$ cat src/source/soc_bus_settings.svh
`ifndef SOC_BUS_SETTINGS_SVH
`define SOC_BUS_SETTINGS_SVH

// ==========================================================================
// Address map, decoded on address bits 31 to 28
// ==========================================================================

// Block RAM
`define REGION_RAM 4'h1

// Timer peripheral
`define REGION_TIMER 4'ha

// ==========================================================================
// Slave sizes and reset values
// ==========================================================================

// RAM depth in words, indexed by address bits 10 to 2
`define RAM_WORDS 512

`define TIMER_COMPARE_RESET 32'hffff_ffff

`endif

$ cat src/source/bus_pkg.sv
package bus_pkg;

	// ======================================================================
	// Shared bus payloads
	// ======================================================================

	// One bus data word
	typedef logic [31:0] bus_word_t;

	// Byte address, word aligned on this bus
	typedef logic [31:0] bus_addr_t;

	// Targets reachable through the decoder
	typedef enum logic [1:0]
	{
		RAM,
		TIMER,
		NONE
	} region_t;

endpackage

$ cat src/source/timer_counter.sv
`timescale 1ns/1ns

module timer_counter
(
	input logic clock,
	input logic i_rst_n,
	input logic i_enable,
	input bus_pkg::bus_word_t i_compare,
	output bus_pkg::bus_word_t o_count,
	output logic o_match
);

	always_ff @(posedge clock or negedge i_rst_n)
	begin
		if (!i_rst_n)
		begin
			o_count <= '0;
			o_match <= 1'b0;
		end
		else
		begin
			o_match <= 1'b0;
			if (i_enable)
			begin
				// Wrap on compare and flag it for one cycle
				if (o_count == i_compare)
				begin
					o_count <= '0;
					o_match <= 1'b1;
				end
				else
					o_count <= o_count + 1'b1;
			end
		end
	end

endmodule

$ cat config.mk
export PLATFORM = sky130hd
export DESIGN_NAME = timer_counter
export DESIGN_NICKNAME = d
export VERILOG_FILES = /design/src/source/soc_bus_settings.svh /design/src/source/bus_pkg.sv /design/src/source/timer_counter.sv
export SDC_FILE = /design/constraint.sdc
export NUM_CORES = 1
export LEC_CHECK = 0
export BUFFER_PORTS_ARGS = -buffer_cell sky130_fd_sc_hd__buf_2
export CORE_ASPECT_RATIO = 0.75
export CORE_MARGIN = 2
export CORE_UTILIZATION = 54
export DETAILED_ROUTE_END_ITERATION = 8
export HOLD_SLACK_MARGIN = 0.03
export PLACE_DENSITY = 0.85
export SYNTH_ARGS = -nofsm -noshare
export SYNTH_HDL_FRONTEND = slang
export SYNTH_SLANG_ARGS = --single-unit
$ cat constraint.sdc
create_clock -name clock -period 3.86 [get_ports clock]
set_clock_uncertainty 0.1 [all_clocks]
set_input_delay 0.965 -clock clock [delete_from_list [all_inputs] [get_ports clock]]
set_output_delay 0.965 -clock clock [all_outputs]
set_load 0.02 [all_outputs]
## Word level (Yosys, flattened, before mapping)

Cells that the tools add are included.

| cells by class | value |
|---|---|
| div/mod/pow operators | 0 |
| equality and inequality tests | 1 |
| bitwise operators | 0 |
| $lt $le $gt $ge | 0 |
| add/sub/neg operators | 1 |
| shift-type cells | 0 |
| mux-type cells | 3 |
| reductions and logical operators | 0 |
| multipliers | 0 |

Operators by type and width:

| kind | number |
|---|---|
| adder 32 x 1 -> 32 bit, second input constant | 1 |
| equality test 32 bit | 1 |
| two-way mux 32 bit | 1 |
| two-way mux 1 bit | 2 |

| word-level totals | value |
|---|---|
| input port bits | 35 |
| memories kept | 0 |
| latch bits | 0 |
| register bits after elaboration | 33 |
| bits in writable memories | 0 |
| logic and storage cells | 7 |
| bits in read-only memories | 0 |

## Depth between registers and ports, before layout

| depth | value |
|---|---|
| depth after elaboration | 3 |
| mapped depth | 7 |

## Least setup slack after synthesis

Ideal clock, no wire load.

| timing | value |
|---|---|
| kind | input-to-reg |
| start | input port i_compare[0] |
| end | register o_count[4] |
| stages on the path | 6 |
| path slack | 1.579 ns |
| arrival time | 2.059 ns |
| required time | 3.637 ns |
| library setup time | 0.123 ns |
| path through | xor2_1 > nor4_1 > nand4_1 > nor3_4 > buf_6 > nor3_1 |

| on the way | value |
|---|---|
| word-level cells in the longest chain between the ends | 2 |

Ends and longest elaborated chain:

| element | line | source |
|---|---|---|
| start: declaration | timer_counter.sv:8 | `input bus_pkg::bus_word_t i_compare,` |
| equality test 32 bit | timer_counter.sv:26 | `if (o_count == i_compare)` |
| two-way mux 32 bit | timer_counter.sv:26 |  |
| end signal: assignment | timer_counter.sv:32 | `o_count <= o_count + 1'b1;` |
| end: declaration | timer_counter.sv:9 | `output bus_pkg::bus_word_t o_count,` |

No other way between the ends.
A chain may end at the register's enable or synchronous reset.

## Final worst setup path

| timing | value |
|---|---|
| start | input port i_compare[27] |
| end | register o_count[13] |

The elaborated chain is that of the path after synthesis.

==> reports/qor.yml <==
status:
  status: "complete, no violations"
synth:
  yosys_warnings: 0
  ys_seq_area_share_pct: 42.1
  syn_nets: 236
  synth.avg_cell_area_um2: 9.82
  syn_inst: 200
  ys_ff_latch: 33
  yosysUniqueCellTypes: 27
  syn_area_um2: 1960
cts:
  clk_path_buf_depth: 2
  cts_tree: "done"
  cts.sinks: 33
  postCtsHoldBufs: 0
  postCtsSetupBuffers: 0
  clk_latency_ns: 0.28
  htreeDepth: 2
  cts_made_buffers: 5
  clkTransAtPathRegs_ns: 0.06
  cts_root_buf: "clkbuf_8"
  cts-resized-gates: 0
sta:
  setup_violations: 0
  slew_headroom_pct: 50.3
  setup_slack_ns: 1.36
  holdWs_ns: 0.506
  fin_tns_setup_ns: 0
  final.min_clock_period_ns: 2.50
  hold_viol_final: 0
  grt_setup_unrepaired: "false"
  tightestPinTransition_ns: 0.742
  min_period_over_period_pct: 64.7
  final_max_slew_viol_count: 0
  fmax_ghz: 0.401
die:
  die_y_um: 56.2
  core-area_um2: 3380
  rows: 18
  initial_core_util_pct: 58.1
  die_w_um: 73.6
  die_area_um2: 4140
  ios: 68
cells_and_area:
  num-fill-cells: 273
  drive_gt1_share_pct: 30.0
  nets: 303
  layout_common_cells: "buf_2 (67), xor2_1 (56), dfrtp_1 (33)"
  final_common_cell: "buf_2"
  register_area_um2: 826
  multi_input_area_um2: 1070
  layoutNonFillerInstCount: 307
  syn_to_final_growth_pct: 21.2
  diodes: 0
detailed_routing:
  drc: 0
  avgViaCountPerCell: 5.65
  detail_route.iter0.violations: 169
  drt-total-wl_mm: 4.76
  routed-via-count: 1735
  drtPass1Iterations: 4
  ant_nets: 0
  wl_per_cell_um: 15.5
setup_path:
  worst-path-buf-inv: 2
  cpMaxStageDelayCell: "nor4_1"
  path_cells: "buf_2, xor2_1, nor4_1, nand4_1, nor3_4, buf_4, nor2_1"
  critPathTopFamily: "simple AND/OR/NAND/NOR gates"
  worstRegToRegCells: 6
  max_stage_delay_ns: 0.42
  critPathCaptureType: "flop"
  r2r-start: "o_count[24]$_DFFE_PN0P_"
  critPathMaxFanout: 31
  crit_type: "in2reg"
  required_ns: 3.92
  crit_arrival_ns: 2.55
  reg2reg_slack_ns: 1.65
  rr_endpoint: "o_count[13]$_DFFE_PN0P_"
  start_kind: "input port"
placed_design:
  hpwlAfterDp_mm: 3.40
  dpl.cell_count: 300
  place_congestion: 0.832
  place_ws_ns: 1.11
  port_buffers: 67
pwr:
  swShare_pct: 30.4
  p_leak_nw: 1.34
  p_switching_uw: 247
  clockPowerShare_pct: 32.1
  intPower_uw: 567
  pwr-share-comb_pct: 18.2
  power_density_nw_per_um2: 343
  p_seq_share_pct: 49.7
  peakVddDrop_v: 0.000228
  power.total_uw: 815
flow_run:
  maxCapViolCount: 0
grt:
  antenna_found_initial: 0
  grt_overflow: 0
  grt_max_degree: 34
  globalRouteTotalUtil_pct: 25.6
  grt_first_pass_wirelength_mm: 7.89
  grt_pass1_vias: 1692
hold_path:
  whs_endpoint: "o_count[31]$_DFFE_PN0P_"
  hold_depth: 2
  min-delay-start: "o_count[31]$_DFFE_PN0P_"
  hold_class: "reg2reg"
## area by class of cell
| class | count | share of cell area (%) |
|---|---|---|
| Inverter | 2 | 0.316 |
| Multi-Input combinational cell | 157 | 44.8 |
| Timing Repair Buffer | 68 | 14.4 |
| Tap cell | 40 | 2.10 |
| Clock buffer | 7 | 3.63 |
| Sequential cell | 33 | 34.7 |
## routing by layer
layer / wire length (um) / vias up / global-route usage [%]
li1: - / 817 / -
met1: 2060 / 828 / 34.9
met2: 2230 / 76 / 38.1
met3: 335 / 14 / 6.34
met4: 125 / 0 / 11.4
met5: 0 / - / 0
## synth_stat cells
cell type | n | share of area (%)
and3_2 | 1 | 0.38
xor2_1 | 56 | 25
nor3b_1 | 1 | 0.38
nor3_1 | 1 | 0.25
o21ai_0 | 4 | 1.0
nor3_4 | 1 | 0.83
nor4_1 | 8 | 2.5
and4_1 | 1 | 0.45
dfrtp_1 | 33 | 42
nand4_1 | 12 | 3.8
nor3_2 | 2 | 1.0
nand3_1 | 15 | 3.8
inv_1 | 2 | 0.38
and3_1 | 6 | 1.9
buf_6 | 3 | 1.7
mux2i_1 | 1 | 0.51
nor4_4 | 1 | 1.1
nor2_1 | 32 | 6.1
buf_4 | 2 | 0.76
xnor2_1 | 4 | 1.8
a21oi_1 | 1 | 0.25
and4_2 | 1 | 0.51
nand2_1 | 6 | 1.1
and4b_1 | 1 | 0.51
ha_1 | 1 | 0.64
nor2b_1 | 1 | 0.32
clkbuf_2 | 3 | 0.76
## worst min-delay path, delay by kind of cell (launching register included)
family                    cells  cell delay, ns
xor gates and xnor gates      1            0.09
DFF                           1            0.39
and+or+nand+nor               1            0.09
## stage by stage
stage	instance area, um^2	util [%]
global placement	2290	67.9
finish	2380	70.4
detailed placement	2290	67.9
global route	2380	70.4
floorplan	1960	-
CTS	2380	70.4
## worst max path at each step
stage	startpoint	to	slack (ns)	cells after the start
finish	i_compare[27]	o_count[13]$_DFFE_PN0P_	1.36	7
detailed placement	i_compare[27]	o_count[4]$_DFFE_PN0P_	1.11	7
CTS	i_compare[27]	o_count[4]$_DFFE_PN0P_	1.40	7
global placement	i_compare[27]	o_count[4]$_DFFE_PN0P_	1.18	7
global route	i_compare[27]	o_count[2]$_DFFE_PN0P_	1.29	7
floorplan	i_compare[0]	o_count[4]$_DFFE_PN0P_	1.58	6
## logic make-up (layout without fill, tap and decap cells)
group | after synthesis | after routing | synth area share (%)
mux | 1 | 1 | 0.510
xor+xnor | 60 | 60 | 26.8
simple gates | 90 | 90 | 25.1
fa+ha+maj | 1 | 1 | 0.637
buf+inv | 10 | 77 | 3.63
flops | 33 | 33 | 42.1
compound gates | 5 | 5 | 1.27
## power groups by stage
stage | sequential (mW) | combinational [mW] | clock, mW
after floorplan | 0.425 | 0.0583 | 0
after global placement | 0.408 | 0.140 | 0
after CTS | 0.404 | 0.150 | 0.263
final | 0.405 | 0.149 | 0.261
after detailed placement | 0.409 | 0.143 | 0
after global routing | 0.409 | 0.163 | 0.280
## flip-flops by register name, summed over array words and instances (netlist names)
signal,cells
o_match,1
o_count,32
(Power assumes the default switching activity.)
