[src/source/soc_bus_settings.svh]
`ifndef SOC_BUS_SETTINGS_SVH
`define SOC_BUS_SETTINGS_SVH

// ==========================================================================
// Address map, decoded on address bits 31 to 28
// ==========================================================================

// Block RAM
`define REGION_RAM 4'h1

// Timer peripheral
`define REGION_TIMER 4'ha

// ==========================================================================
// Slave sizes and reset values
// ==========================================================================

// RAM depth in words, indexed by address bits 10 to 2
`define RAM_WORDS 512

`define TIMER_COMPARE_RESET 32'hffff_ffff

`endif

[src/source/bus_pkg.sv]
package bus_pkg;

	// ======================================================================
	// Shared bus payloads
	// ======================================================================

	// One bus data word
	typedef logic [31:0] bus_word_t;

	// Byte address, word aligned on this bus
	typedef logic [31:0] bus_addr_t;

	// Targets reachable through the decoder
	typedef enum logic [1:0]
	{
		RAM,
		TIMER,
		NONE
	} region_t;

endpackage

[src/source/bus_access.sv]
`timescale 1ns/1ns

module bus_access
(
	input logic clock,
	input logic i_rst_n,

	// Instruction port, read only
	input logic i_ia_request,
	input bus_pkg::bus_addr_t i_ia_address,
	output logic o_ia_ready,
	output bus_pkg::bus_word_t o_ia_rdata,

	// Data port
	input logic i_da_request,
	input logic i_da_rw,
	input bus_pkg::bus_addr_t i_da_address,
	input bus_pkg::bus_word_t i_da_wdata,
	output logic o_da_ready,
	output bus_pkg::bus_word_t o_da_rdata,

	// Shared bus
	output logic o_bus_request,
	output logic o_bus_rw,
	output bus_pkg::bus_addr_t o_bus_address,
	output bus_pkg::bus_word_t o_bus_wdata,
	input logic i_bus_ready,
	input bus_pkg::bus_word_t i_bus_rdata
);

	typedef enum logic [1:0]
	{
		GRANT_IDLE,
		GRANT_IA,
		GRANT_DA
	} grant_t;

	grant_t grant;
	logic ia_done;
	logic da_done;
	logic ia_pending;
	logic da_pending;

	// A port that saw ready last cycle is still letting go of its request
	assign ia_pending = i_ia_request && !ia_done;
	assign da_pending = i_da_request && !da_done;

	// ======================================================================
	// Grant state, data port has priority
	// ======================================================================

	always_ff @(posedge clock or negedge i_rst_n)
	begin
		if (!i_rst_n)
		begin
			grant <= GRANT_IDLE;
			ia_done <= 1'b0;
			da_done <= 1'b0;
		end
		else
		begin
			ia_done <= o_ia_ready;
			da_done <= o_da_ready;
			case (grant)
				GRANT_IDLE:
				begin
					if (da_pending)
						grant <= GRANT_DA;
					else if (ia_pending)
						grant <= GRANT_IA;
				end
				default:
				begin
					// Release on the slave's answer
					if (i_bus_ready)
						grant <= GRANT_IDLE;
				end
			endcase
		end
	end

	// ======================================================================
	// Bus multiplexing and return steering
	// ======================================================================

	assign o_bus_request = (grant != GRANT_IDLE);
	assign o_bus_rw = (grant == GRANT_DA) && i_da_rw;
	assign o_bus_address = (grant == GRANT_DA) ? i_da_address : i_ia_address;
	assign o_bus_wdata = (grant == GRANT_DA) ? i_da_wdata : '0;

	assign o_ia_ready = (grant == GRANT_IA) && i_bus_ready;
	assign o_ia_rdata = (grant == GRANT_IA) ? i_bus_rdata : '0;
	assign o_da_ready = (grant == GRANT_DA) && i_bus_ready;
	assign o_da_rdata = (grant == GRANT_DA) ? i_bus_rdata : '0;

endmodule

[config.mk]
export PLATFORM = sky130hd
export DESIGN_NAME = bus_access
export DESIGN_NICKNAME = d
export VERILOG_FILES = /design/src/source/soc_bus_settings.svh /design/src/source/bus_pkg.sv /design/src/source/bus_access.sv
export SDC_FILE = /design/constraint.sdc
export NUM_CORES = 1
export LEC_CHECK = 0
export ABC_AREA = 1
export CAP_MARGIN = 15
export CORE_AREA = 2 2 102 104
export CTS_CLUSTER_DIAMETER = 100
export DETAILED_ROUTE_END_ITERATION = 8
export DIE_AREA = 0 0 104 106
export DONT_BUFFER_PORTS = 1
export SYNTH_ARGS = -nofsm -noshare
export SYNTH_HDL_FRONTEND = slang
export SYNTH_SLANG_ARGS = --single-unit
[constraint.sdc]
create_clock -name clock -period 2.3 [get_ports clock]
set_clock_uncertainty 0.15 [all_clocks]
set_input_delay 0.46 -clock clock [delete_from_list [all_inputs] [get_ports clock]]
set_output_delay 0.46 -clock clock [all_outputs]
set_load 0.01 [all_outputs]
Word-level counts from Yosys, hierarchy flattened:

Cells that the tools add are included.

* register bits after elaboration: 4
* input bits: 134
* word-level logic and storage cells: 25

* eq/ne operators: 3
* muxes and demuxes: 8
* reductions and logical operators: 11

Operators with widths (count)
* $mux W32: 4
* $mux W2: 4
* $logic_and A1 B1 Y1: 5
* $reduce_bool A2 Y1: 2
* $ne A3 B3 Y1 const B: 1
* $eq A2 B1 Y1 const B: 1
* $eq A2 B2 Y1 const B: 1
* $logic_not A1 Y1: 2
* $logic_not A2 Y1: 1
* $reduce_and A2 Y1: 1

Longest topological paths before layout:

* word-level depth: 5
* mapped depth: 6
* depth with buffers taken out: 6

Worst setup path before layout:

OpenSTA, ideal clock, no wires.

* kind: flip-flop to output port
* from: reg grant[1]
* to: out o_ia_rdata[21]
* data arrival time: 1.109 ns
* required time: 1.690 ns
* path slack: 0.581 ns
* cell stages (with the launch flop): 6
* path buffers: 3
* path through: dfrtp_1 > buf_6 > or2_1 > buf_6 > buf_6 > nor2_2

* longest elaborated chain between the ends: 2

RTL lines
* from (decl): RTL line bus_access.sv:38 `grant_t grant;`
* from (signal assigned): RTL line bus_access.sv:56 `grant <= GRANT_IDLE;`
* from (signal assigned): RTL line bus_access.sv:68 `grant <= GRANT_DA;`
* from (signal assigned): RTL line bus_access.sv:70 `grant <= GRANT_IA;`
* $eq A2 B1 Y1: RTL line bus_access.sv:92 `assign o_ia_rdata = (grant == GRANT_IA) ? i_bus_rdata : '0;`
* $mux W32: RTL line bus_access.sv:92
* to (decl): RTL line bus_access.sv:12 `output bus_pkg::bus_word_t o_ia_rdata,`

Every way passes these cells.

Final worst setup path:

* from: reg grant[0]
* to: out o_ia_rdata[0]

The elaborated chain is that of the path after synthesis.

==> results.md <==
- Logic pwr share: between 80% and 90%
- Worst slew margin: about 74%
- Fmax: 469 MHz
- Reg-to-reg critical path startpoint: grant[1]$_DFFE_PN0P_
- Die height: 106 um
- Initial DRC Count: ~140
- NetSw: around 0.0015 W
- Pwr/cell area: roughly 1100 nW/um2
- Die width: around 100 um
- Final hold vios: 0
- Total Routing Usage GR: a little under a tenth
- Pint: slightly above 0.0009 W
- Final setup fails: 0
- Largest net degree at the start of global routing: 47
- Setup ws final: between 0.15 and 0.2 ns
- Sequential fraction of the synthesis area: under 10%
- Peak supply drop: 0.676 mV
- CP Launch Type: flip-flop
- Filler instances: around 1,100
- Clk slew on worst S/H paths: 0.03 ns
- CTS tree: yes
- Main synth FF type: dfrtp_1
- Final Instance Area: roughly 2200 um2
- Worst-Margin Slew: 0.386 ns
- Area contributors post-synth: nand2_1, inv_1, nor2_1
- R2r setup slk: about 0.76 ns
- Post-Syn Nets: between 400 and 500
- Net count of the finished layout: between 400 and 500
- GRT overflow: 0
- Status: finished, final reports clean
- Required time of the critical path: roughly 1.7 ns
- FF-to-FF End: grant[1]$_DFFE_PN0P_
- Via Count: between 1,500 and 2,000
- Most common cell in the netlist: nand2_1
- YS warnings: 0
- Clock root buffer: clkbuf_8
- Initial antenna violation count: 0
- Worst-path fanout max: 27
- Worst hold start: i_bus_ready
- Fraction of registers with async set/reset: 100%
- Antenna cells: 0
- Area leader, netlist: nand2_1
- Ports: 266
- Syn Inst Count: slightly above 300
- Synth top area share: 17.5%
- CTS sink cnt: 4
- RSZ-0062 raised after global routing: false
- I/O Buffers: 0
- Clock power share: 6.1%
- WL/cell: 12.9 um
- # DRC: 0
- Final wirelength: roughly 6.4 mm
- Syn_area_per_cell: 4.98 um2
- Vias in the first global route: 1,526
- Pleak: 1.37 nW
- Die Area: ~11,000 um2
- Final HPWL DP: about 5.4 mm
- First-pass DRT Iterations: 4
- Number of synthesized register bits: 4
- Post-synth EDFFs: 0
- Post-CTS Resized: 0
- H-tree depth: 1
- Skew-Pair Late Insertion Delay: ~0.21 ns
- Total CTS buffers: 3
- Gp weighted congestion: ~0.75
- WHS Endpoint: da_done$_DFF_PN0_
- Pins Over Slew Limit: 0
- Area delta synth->final: 43.4%
- Final ANT Viol Nets: 0
- DP Worst Slack: 0.384 ns
- Area of the core: approximately 10000 um2
- Setup TNS: 0 ns
- Initial Util: 15.2%
- Crit path DAT: around 1.5 ns
- Final period util: about 93%
- Vias per Instance: 3.91
- Top post-synthesis cells by count: nand2_1, inv_1, nor2_1
- Final core occ: between 20% and 30%
- Worst Hold Class: input pin to flip-flop
- Critical path class: flip-flop to primary output
- Sw Share: 61.1%
- Cts hold-fix bufs: 1
- Hold Crit Depth: 2
- Synth unique cells: 16
- Layout cell share with drive strength beyond 1: between 20% and 30%
- First-pass GRT wire length: about 8.4 mm
- CTS max path bufs: 2
- Sequential share of power: around 4.7%
- Final min period: roughly 2.1 ns
- Area after DPL: roughly 2100 um2
- Crit end category: primary output
- Worst reg2reg path depth: 6
- Setup Buffers After CTS: 0
- Row count: 37
- Max-cap violations: 0
- Synth Cell Area: between 1500 and 2000 um2
-- registers in the layout, indices dropped and copies added (netlist names) --
signal and flops:
grant 2, ia_done 1, da_done 1
-- cells in the final DEF (no fill, tap or decap), drive strengths merged --
cell and count:
clkbuf 3, dfrtp 4, nand3 34, buf 71, inv 71, dlygate4sd3 1, or2 1, nor2 100
a21oi 1, nand2 72, o21ai 1
-- cell type report --
type | count | area (um2) | area share [%]
well taps | 136 | 170 | 7.81
repair buffers | 72 | 581 | 26.7
inverters | 71 | 267 | 12.2
clock buffers | 3 | 41.3 | 1.90
flip-flops and latches | 4 | 100 | 4.60
multi-input cells | 209 | 1020 | 46.8
-- cell families after synthesis --
family | after synthesis | synth area share, %
simple gates | 207 | 66.1
buf+inv | 92 | 26.6
flops | 4 | 6.59
compound gates | 2 | 0.658
-- power by group through the flow --
stage	clock network (W)	registers, W	logic, W
6_report	0.000145	0.000113	0.00212
2_1_floorplan	0	0.000105	0.00149
5_1_grt	0.000154	0.000116	0.00228
4_1_cts	0.000148	0.000113	0.00214
3_5_place_dp	0	0.000114	0.00213
3_3_place_gp	0	0.000113	0.00212
-- worst max path at each step --
stage	start	to	slack, ns	cells after the start
4_1_cts	grant[0]$_DFFE_PN0P_	o_ia_rdata[0]	0.16	4
6_report	grant[0]$_DFFE_PN0P_	o_ia_rdata[0]	0.17	4
3_3_place_gp	grant[0]$_DFFE_PN0P_	o_ia_rdata[0]	0.40	4
2_1_floorplan	grant[1]$_DFFE_PN0P_	o_ia_rdata[21]	0.58	5
3_5_place_dp	grant[0]$_DFFE_PN0P_	o_ia_rdata[0]	0.38	4
5_1_grt	grant[0]$_DFFE_PN0P_	o_ia_rdata[0]	0.09	4
-- critical path, stage by stage, from the launching register on --
cell and delay (ns):
dfrtp_1 0.36, inv_2 0.09, or2_2 0.40, buf_12 0.24
nor2_1 0.20
-- metrics by stage --
stage	cells	power (W)	hold WS, ns
after floorplan	305	0.00159	0.0144
after global placement	491	0.00223	0.0145
after detailed placement	491	0.00225	0.0145
after CTS	495	0.00240	0.253
after global routing	495	0.00255	0.256
final	495	0.00237	0.257
-- layer usage --
metal	up-vias	wire (um)	GRT usage, %
met2	149	3560	20.2
met3	2	520	2.15
li1	968	-	-
met1	818	2260	9.64
met5	-	0	0
met4	0	25	1.16
Power figures use the tool's default switching activity.
