**src/source/soc_bus_settings.svh**
```systemverilog
`ifndef SOC_BUS_SETTINGS_SVH
`define SOC_BUS_SETTINGS_SVH

// ==========================================================================
// Address map, decoded on address bits 31 to 28
// ==========================================================================

// Block RAM
`define REGION_RAM 4'h1

// Timer peripheral
`define REGION_TIMER 4'ha

// ==========================================================================
// Slave sizes and reset values
// ==========================================================================

// RAM depth in words, indexed by address bits 10 to 2
`define RAM_WORDS 512

`define TIMER_COMPARE_RESET 32'hffff_ffff

`endif

```
**src/source/bus_pkg.sv**
```systemverilog
package bus_pkg;

	// ======================================================================
	// Shared bus payloads
	// ======================================================================

	// One bus data word
	typedef logic [31:0] bus_word_t;

	// Byte address, word aligned on this bus
	typedef logic [31:0] bus_addr_t;

	// Targets reachable through the decoder
	typedef enum logic [1:0]
	{
		RAM,
		TIMER,
		NONE
	} region_t;

endpackage

```
**src/source/bus_decode.sv**
```systemverilog
`timescale 1ns/1ns

`include "soc_bus_settings.svh"

module bus_decode
(
	input logic clock,
	input logic i_rst_n,

	// From the arbiter
	input logic i_bus_request,
	input bus_pkg::bus_addr_t i_bus_address,
	output logic o_bus_ready,
	output bus_pkg::bus_word_t o_bus_rdata,

	// RAM slave
	output logic o_ram_request,
	input logic i_ram_ready,
	input bus_pkg::bus_word_t i_ram_rdata,

	// Timer slave
	output logic o_timer_request,
	input logic i_timer_ready,
	input bus_pkg::bus_word_t i_timer_rdata
);

	bus_pkg::region_t region;
	logic none_ready;

	// Region from the top nibble
	always_comb
	begin
		case (i_bus_address[31:28])
			`REGION_RAM: region = bus_pkg::RAM;
			`REGION_TIMER: region = bus_pkg::TIMER;
			default: region = bus_pkg::NONE;
		endcase
	end

	assign o_ram_request = i_bus_request && (region == bus_pkg::RAM);
	assign o_timer_request = i_bus_request && (region == bus_pkg::TIMER);

	// Unmapped responder, keeps the bus from hanging
	always_ff @(posedge clock or negedge i_rst_n)
	begin
		if (!i_rst_n)
			none_ready <= 1'b0;
		else
			none_ready <= i_bus_request && (region == bus_pkg::NONE) && !none_ready;
	end

	// Answer of the selected slave
	always_comb
	begin
		case (region)
			bus_pkg::RAM:
			begin
				o_bus_ready = i_ram_ready;
				o_bus_rdata = i_ram_rdata;
			end
			bus_pkg::TIMER:
			begin
				o_bus_ready = i_timer_ready;
				o_bus_rdata = i_timer_rdata;
			end
			default:
			begin
				o_bus_ready = none_ready;
				o_bus_rdata = '0;
			end
		endcase
	end

endmodule

```
**config.mk**
```make
export PLATFORM = sky130hd
export DESIGN_NAME = bus_decode
export DESIGN_NICKNAME = d
export VERILOG_FILES = /design/src/source/bus_pkg.sv /design/src/source/bus_decode.sv
export VERILOG_INCLUDE_DIRS = /design/src /design/src/source
export SDC_FILE = /design/constraint.sdc
export NUM_CORES = 1
export LEC_CHECK = 0
export BUFFER_PORTS_ARGS = -buffer_cell sky130_fd_sc_hd__clkbuf_2
export CORE_AREA = 3 3 53 55
export CTS_CLUSTER_DIAMETER = 60
export DETAILED_ROUTE_END_ITERATION = 8
export DIE_AREA = 0 0 56 58
export PLACE_DENSITY_LB_ADDON = 0.2
export RECOVER_POWER = 100
export SLEW_MARGIN = 0
export SYNTH_ARGS = -nofsm -noshare
export SYNTH_HDL_FRONTEND = slang
export SYNTH_SLANG_ARGS = --single-unit
```
**constraint.sdc**
```tcl
create_clock -name clock -period 1.7 [get_ports clock]
set_input_delay 0.425 -clock clock [delete_from_list [all_inputs] [get_ports clock]]
set_output_delay 0.425 -clock clock [all_outputs]
set_load 0.005 [all_outputs]
```
* Yosys cells after proc, flatten, opt, wreduce, memory -nomap -nowiden
Cells that the tools add are included.
** Storage, ports and cells
- Input port bits :: 101
- Logic and storage cells :: 14
- Output and inout bits :: 35
- Register bits after elaboration :: 1
** Cells by class
- Mux-type cells :: 3
- Reductions and logical operators :: 6
- Equality and inequality tests :: 4
** Operators by type and width (count)
- $pmux 32 s2 :: 1
- $eq 4x1->1 const B :: 1
- $eq 4x4->1 const B :: 1
- $logic_and 1x1->1 :: 4
- $pmux 2 s2 :: 1
- $eq 2x1->1 const B :: 1
- $eq 2x2->1 const B :: 1
- $logic_not 2->1 :: 1
- $pmux 1 s2 :: 1
- $logic_not 1->1 :: 1

* Longest topological paths before layout
- Depth after elaboration :: 5
- Depth in mapped cells :: 4
- Gate-level depth less buffers :: 3

* Worst setup path after synthesis
Ideal clock, no wire load.
- Path kind :: in2out
- From :: in i_bus_address[29]
- To :: out o_bus_rdata[0]
- Cell stages on the path :: 3
- Arrival time :: 1223 ps
- Setup slack :: 52 ps
- Buffers on the path :: 1
- Required time :: 1275 ps
- Cells stage by stage :: nor4b_4 > buf_4 > a22o_1
** On the way
- Longest elaborated chain between the ends :: 4
- Elaborated cells between the ends (all ways) :: 6
- Those cells by class :: eq/ne (3); mux (2); reduce/logical (1)
** Ends and longest elaborated chain
- start, declared :: line bus_decode.sv:12 : input bus_pkg::bus_addr_t i_bus_address,
- $eq 4x4->1 / $eq 4x1->1 (equally long branches) :: line bus_decode.sv:33 : case (i_bus_address[31:28])
- $pmux 2 s2 * :: line bus_decode.sv:33
- $eq 2x1->1 / $logic_not 2->1 (equally long branches) :: line bus_decode.sv:55 : case (region)
- $pmux 32 s2 * :: line bus_decode.sv:55
- end, declared :: line bus_decode.sv:14 : output bus_pkg::bus_word_t o_bus_rdata,
Mark *: on every way between the ends. The rest lies on a longest branch, timed or not.

* Final worst setup path
- From :: in i_bus_address[29]
- To :: out o_bus_ready
** On the way
- Longest elaborated chain between the ends :: 4
- Elaborated cells between the ends (all ways) :: 6
- Those cells by class :: eq/ne (3); mux (2); reduce/logical (1)
** Ends and longest elaborated chain
- $eq 4x4->1 / $eq 4x1->1 (equally long branches) :: line bus_decode.sv:33
- $pmux 2 s2 * :: line bus_decode.sv:33
- $eq 2x1->1 / $logic_not 2->1 (equally long branches) :: line bus_decode.sv:55
- $pmux 1 s2 * :: line bus_decode.sv:55
- end, declared :: line bus_decode.sv:13 : output logic o_bus_ready,
Marked as above.

==> results.txt <==
The highest-delay cell along the critical path was sky130_fd_sc_hd__nor4b_4. Top register by number of flip-flops: none_ready. By count the netlist is led by 32 x sky130_fd_sc_hd__a22o_1, 4 x sky130_fd_sc_hd__buf_2, 3 x sky130_fd_sc_hd__buf_4. From left edge to right edge, the die measures 56 um. The final layout contains 255 nets. Counting distinct cell types in the post-synthesis netlist gives 10. Critical path required time: 1.27 ns. Setup violations remaining at the end of the flow were counted as 35. Summed over all cells, the static leakage comes to 0.0006641 uW. The logs give -3.050 ns for the setup TNS and 148 for the synthesized net count. The largest total area in the synthesized netlist belongs to sky130_fd_sc_hd__a22o_1.

Setup repair after global routing could not meet its margin everywhere. Net switching is 30.97% of the power. The area of the core was 0.002432 mm2; the shortest period the worst path allows was 1.842 ns. The worst-case clock skew is 0 ns, and the number of synthesized register bits is 1. The run finished, with violations left. The pin count of the biggest net entering global routing came out at 25.

The largest registers in the layout are none_ready (1). Power per unit of standard cell area: 191.0 mW/mm2. The tools report the length of the first detailed-routing pass in iterations as 2. In this design, the largest share of critical-path delay is due to buffers and inverters. For the pin with the worst max-slew slack, the measured transition is 0.2409 ns.

The largest fanout on the critical path works out to 3. The logs give 860 for the via count and 0 for the total number of yosys warnings. VDD sags by at most 181.7 uV. Type of the worst min-delay path: in2async. The share of total power dissipated in sequential elements is 13.6%. At the end of routability-driven placement, the weighted congestion stood at 0.7956. Hold buffer count at CTS: 0. For this run, the total global-route usage over all layers was measured as 13.33%. In the post-synthesis netlist, the biggest area contributors are sky130_fd_sc_hd__a22o_1 66%, sky130_fd_sc_hd__dfrtp_1 5.9%, sky130_fd_sc_hd__nor4b_4 5.6%. The core occupancy in the finished layout was 43.21%.

Once the clock tree was built, the setup fixing pass inserted 0 buffers. Total count of max-transition violations in the final report: 0. The average vias per placed instance works out to 4.725. The clock-pin slew on the worst setup and hold paths was 0 ns.

Once detail routing completed, the nets flagged for antenna violations numbered 0. The logs give -0.1423 ns for the worst path setup slack after routing and 422.9 um2 for the post-synthesis cell area. For this run, the register share of the synthesized area comes to 5.917%. The detailed-route wire length per cell was 13.01 um. For the worst slew margin relative to its limit, the log shows 83.71%. The worst setup path is launched from an input pin. The category of the critical setup timing path is in2out. The number of flip-flops under the largest register name works out to 1. The initial standard-cell utilization of the core was 17.39%.

For this design the total switching power over the nets is 62.17 uW. In this run, the combinational gates consume 86.4% of the power. Main flop type after synthesis: sky130_fd_sc_hd__dfrtp_1. The relative contribution of the clock network to total power is 0%. The synthesized design contains 0 enable-type register cells. The initialized floorplan defines 18 standard-cell rows.

The logs give 138.6 uW for the cell internal power dissipation and 1.42 ns for the data arrival time at the worst-slack endpoint. The layout-stage area growth over the synthesis result is 148.5%, and the die area is 0.003248 mm2. The critical path goes through buf_6 -> nor4b_4 -> buf_4 -> nor3b_2 -> a221o_1 -> clkbuf_2. The most common cell in the synthesized netlist is sky130_fd_sc_hd__a22o_1.

In this run, the number of DRC markers left after iteration 0 of detailed routing was 40. Summing all placed instances gives a cell area of 0.001003 mm2. The fraction of the cycle the final worst path needs is 108.4%. In the routed design, unresolved DRC markers number 0. For the worst-skew pair, the clock arrives at the later sink with an insertion delay of 0 ns. Timing would allow up to 542.8 MHz. The first global-routing pass estimated 3.677 mm of wire. The number of antenna diodes in the final layout is 0. The final reports fail on setup timing. The category of the worst setup path capture point is an output port. Across the run, the number of max-cap violations was 0. The tools report the final wirelength as 2.368 mm. The HPWL after detailed placement is 2.054 mm.

The number of buffers and inverters on the critical path came out at 3. On the final layout, the worst hold slack is 0.2000 ns. The number of hold-slack violations in the final timing report came out at 0. Timing analysis after detailed placement gives a worst setup slack of -0.1788 ns. The run gives 47 as the cell count after synthesis. In this design, the stage delay of the slowest critical-path cell is 0.31 ns.

Pin placement for this block handled 136 I/O pins. Of all flip-flops after synthesis, the portion carrying an async set or reset was 100.0%. In this run the biggest area consumer among cell types represents 66.27% of the synthesized area. A synthesized cell averages 8.998 um2.

The via count of the first global-routing pass is 909. Port buffering added 107 buffers. Once layout is done, the placed cells without fillers occupy 0.001051 mm2.

The number of antenna violations at the first check in global routing was 0; the fraction of final layout cells sized beyond drive strength 1 was 76.97%. Measured along the y axis, the die boundary spans 58 um. The tools report the total grt overflow as 0.
## per-stage QoR
stage,power [uW],instances
2_1_floorplan,77.29,47
3_3_place_gp,191.2,182
3_5_place_dp,195.1,182
4_1_cts,198.6,182
5_1_grt,219.3,182
6_report,200.8,182
## cell type report
class                   instances  area [um2]
repair buffers                112       619.3
flip-flops and latches          1       25.02
multi-input cells              39       369.1
well taps                      30       37.54
fillers                       256        1381
## power groups by stage
stage / logic [uW] / clock network (uW) / registers (uW)
floorplan: 50.4 / 0 / 26.9
global placement: 164 / 0 / 27.3
detailed placement: 168 / 0 / 27.3
CTS: 171 / 0 / 27.3
global route: 192 / 0 / 27.7
finish: 173 / 0 / 27.4
## per-layer routing
| layer | share of wire (%) | wire, um | global-route usage, % |
|---|---|---|---|
| met1 | 33 | 788 | 12.45 |
| met2 | 50 | 1181 | 28.88 |
| met3 | 17 | 398 | 4.677 |
| met4 | 0 | 0 | 0 |
| met5 | 0 | 0 | 0 |
## cell families after synthesis
kind of cell	count (synthesis)	synth area share, %
AOI/OAI and AO/OA	33	68.64
buffers and inverters	7	10.06
DFF	1	5.916
and+or+nand+nor	6	15.38
## path summary, 6_finish.rpt
| check | start | end | slack [ns] | depth (start not counted) |
|---|---|---|---|---|
| max | i_bus_address[29] | o_bus_ready | -0.14 | 6 |
| min | i_rst_n | none_ready | 0.20 | 1 |
| max reg2reg | none_ready | none_ready | 0.94 | 1 |
| min reg2reg | none_ready | none_ready | 0.43 | 1 |
| max in group asynchronous | i_rst_n | none_ready | 1.41 | 1 |
| min in group clock | none_ready | none_ready | 0.43 | 1 |
## what timing repair did
action / CTS / global route
pin swaps: 2 / 3
resized for setup: 5 / 27
endpoints found under the setup margin: 35 / 35
## cells in the final DEF (no fill, tap or decap), drive strengths merged
cell type,n
clkbuf,87
a22o,32
buf,25
and2,2
nor4b,2
and4bb,1
nor3b,1
a221o,1
dfrtp,1
Note: power is estimated with default switching activity, not from simulation.
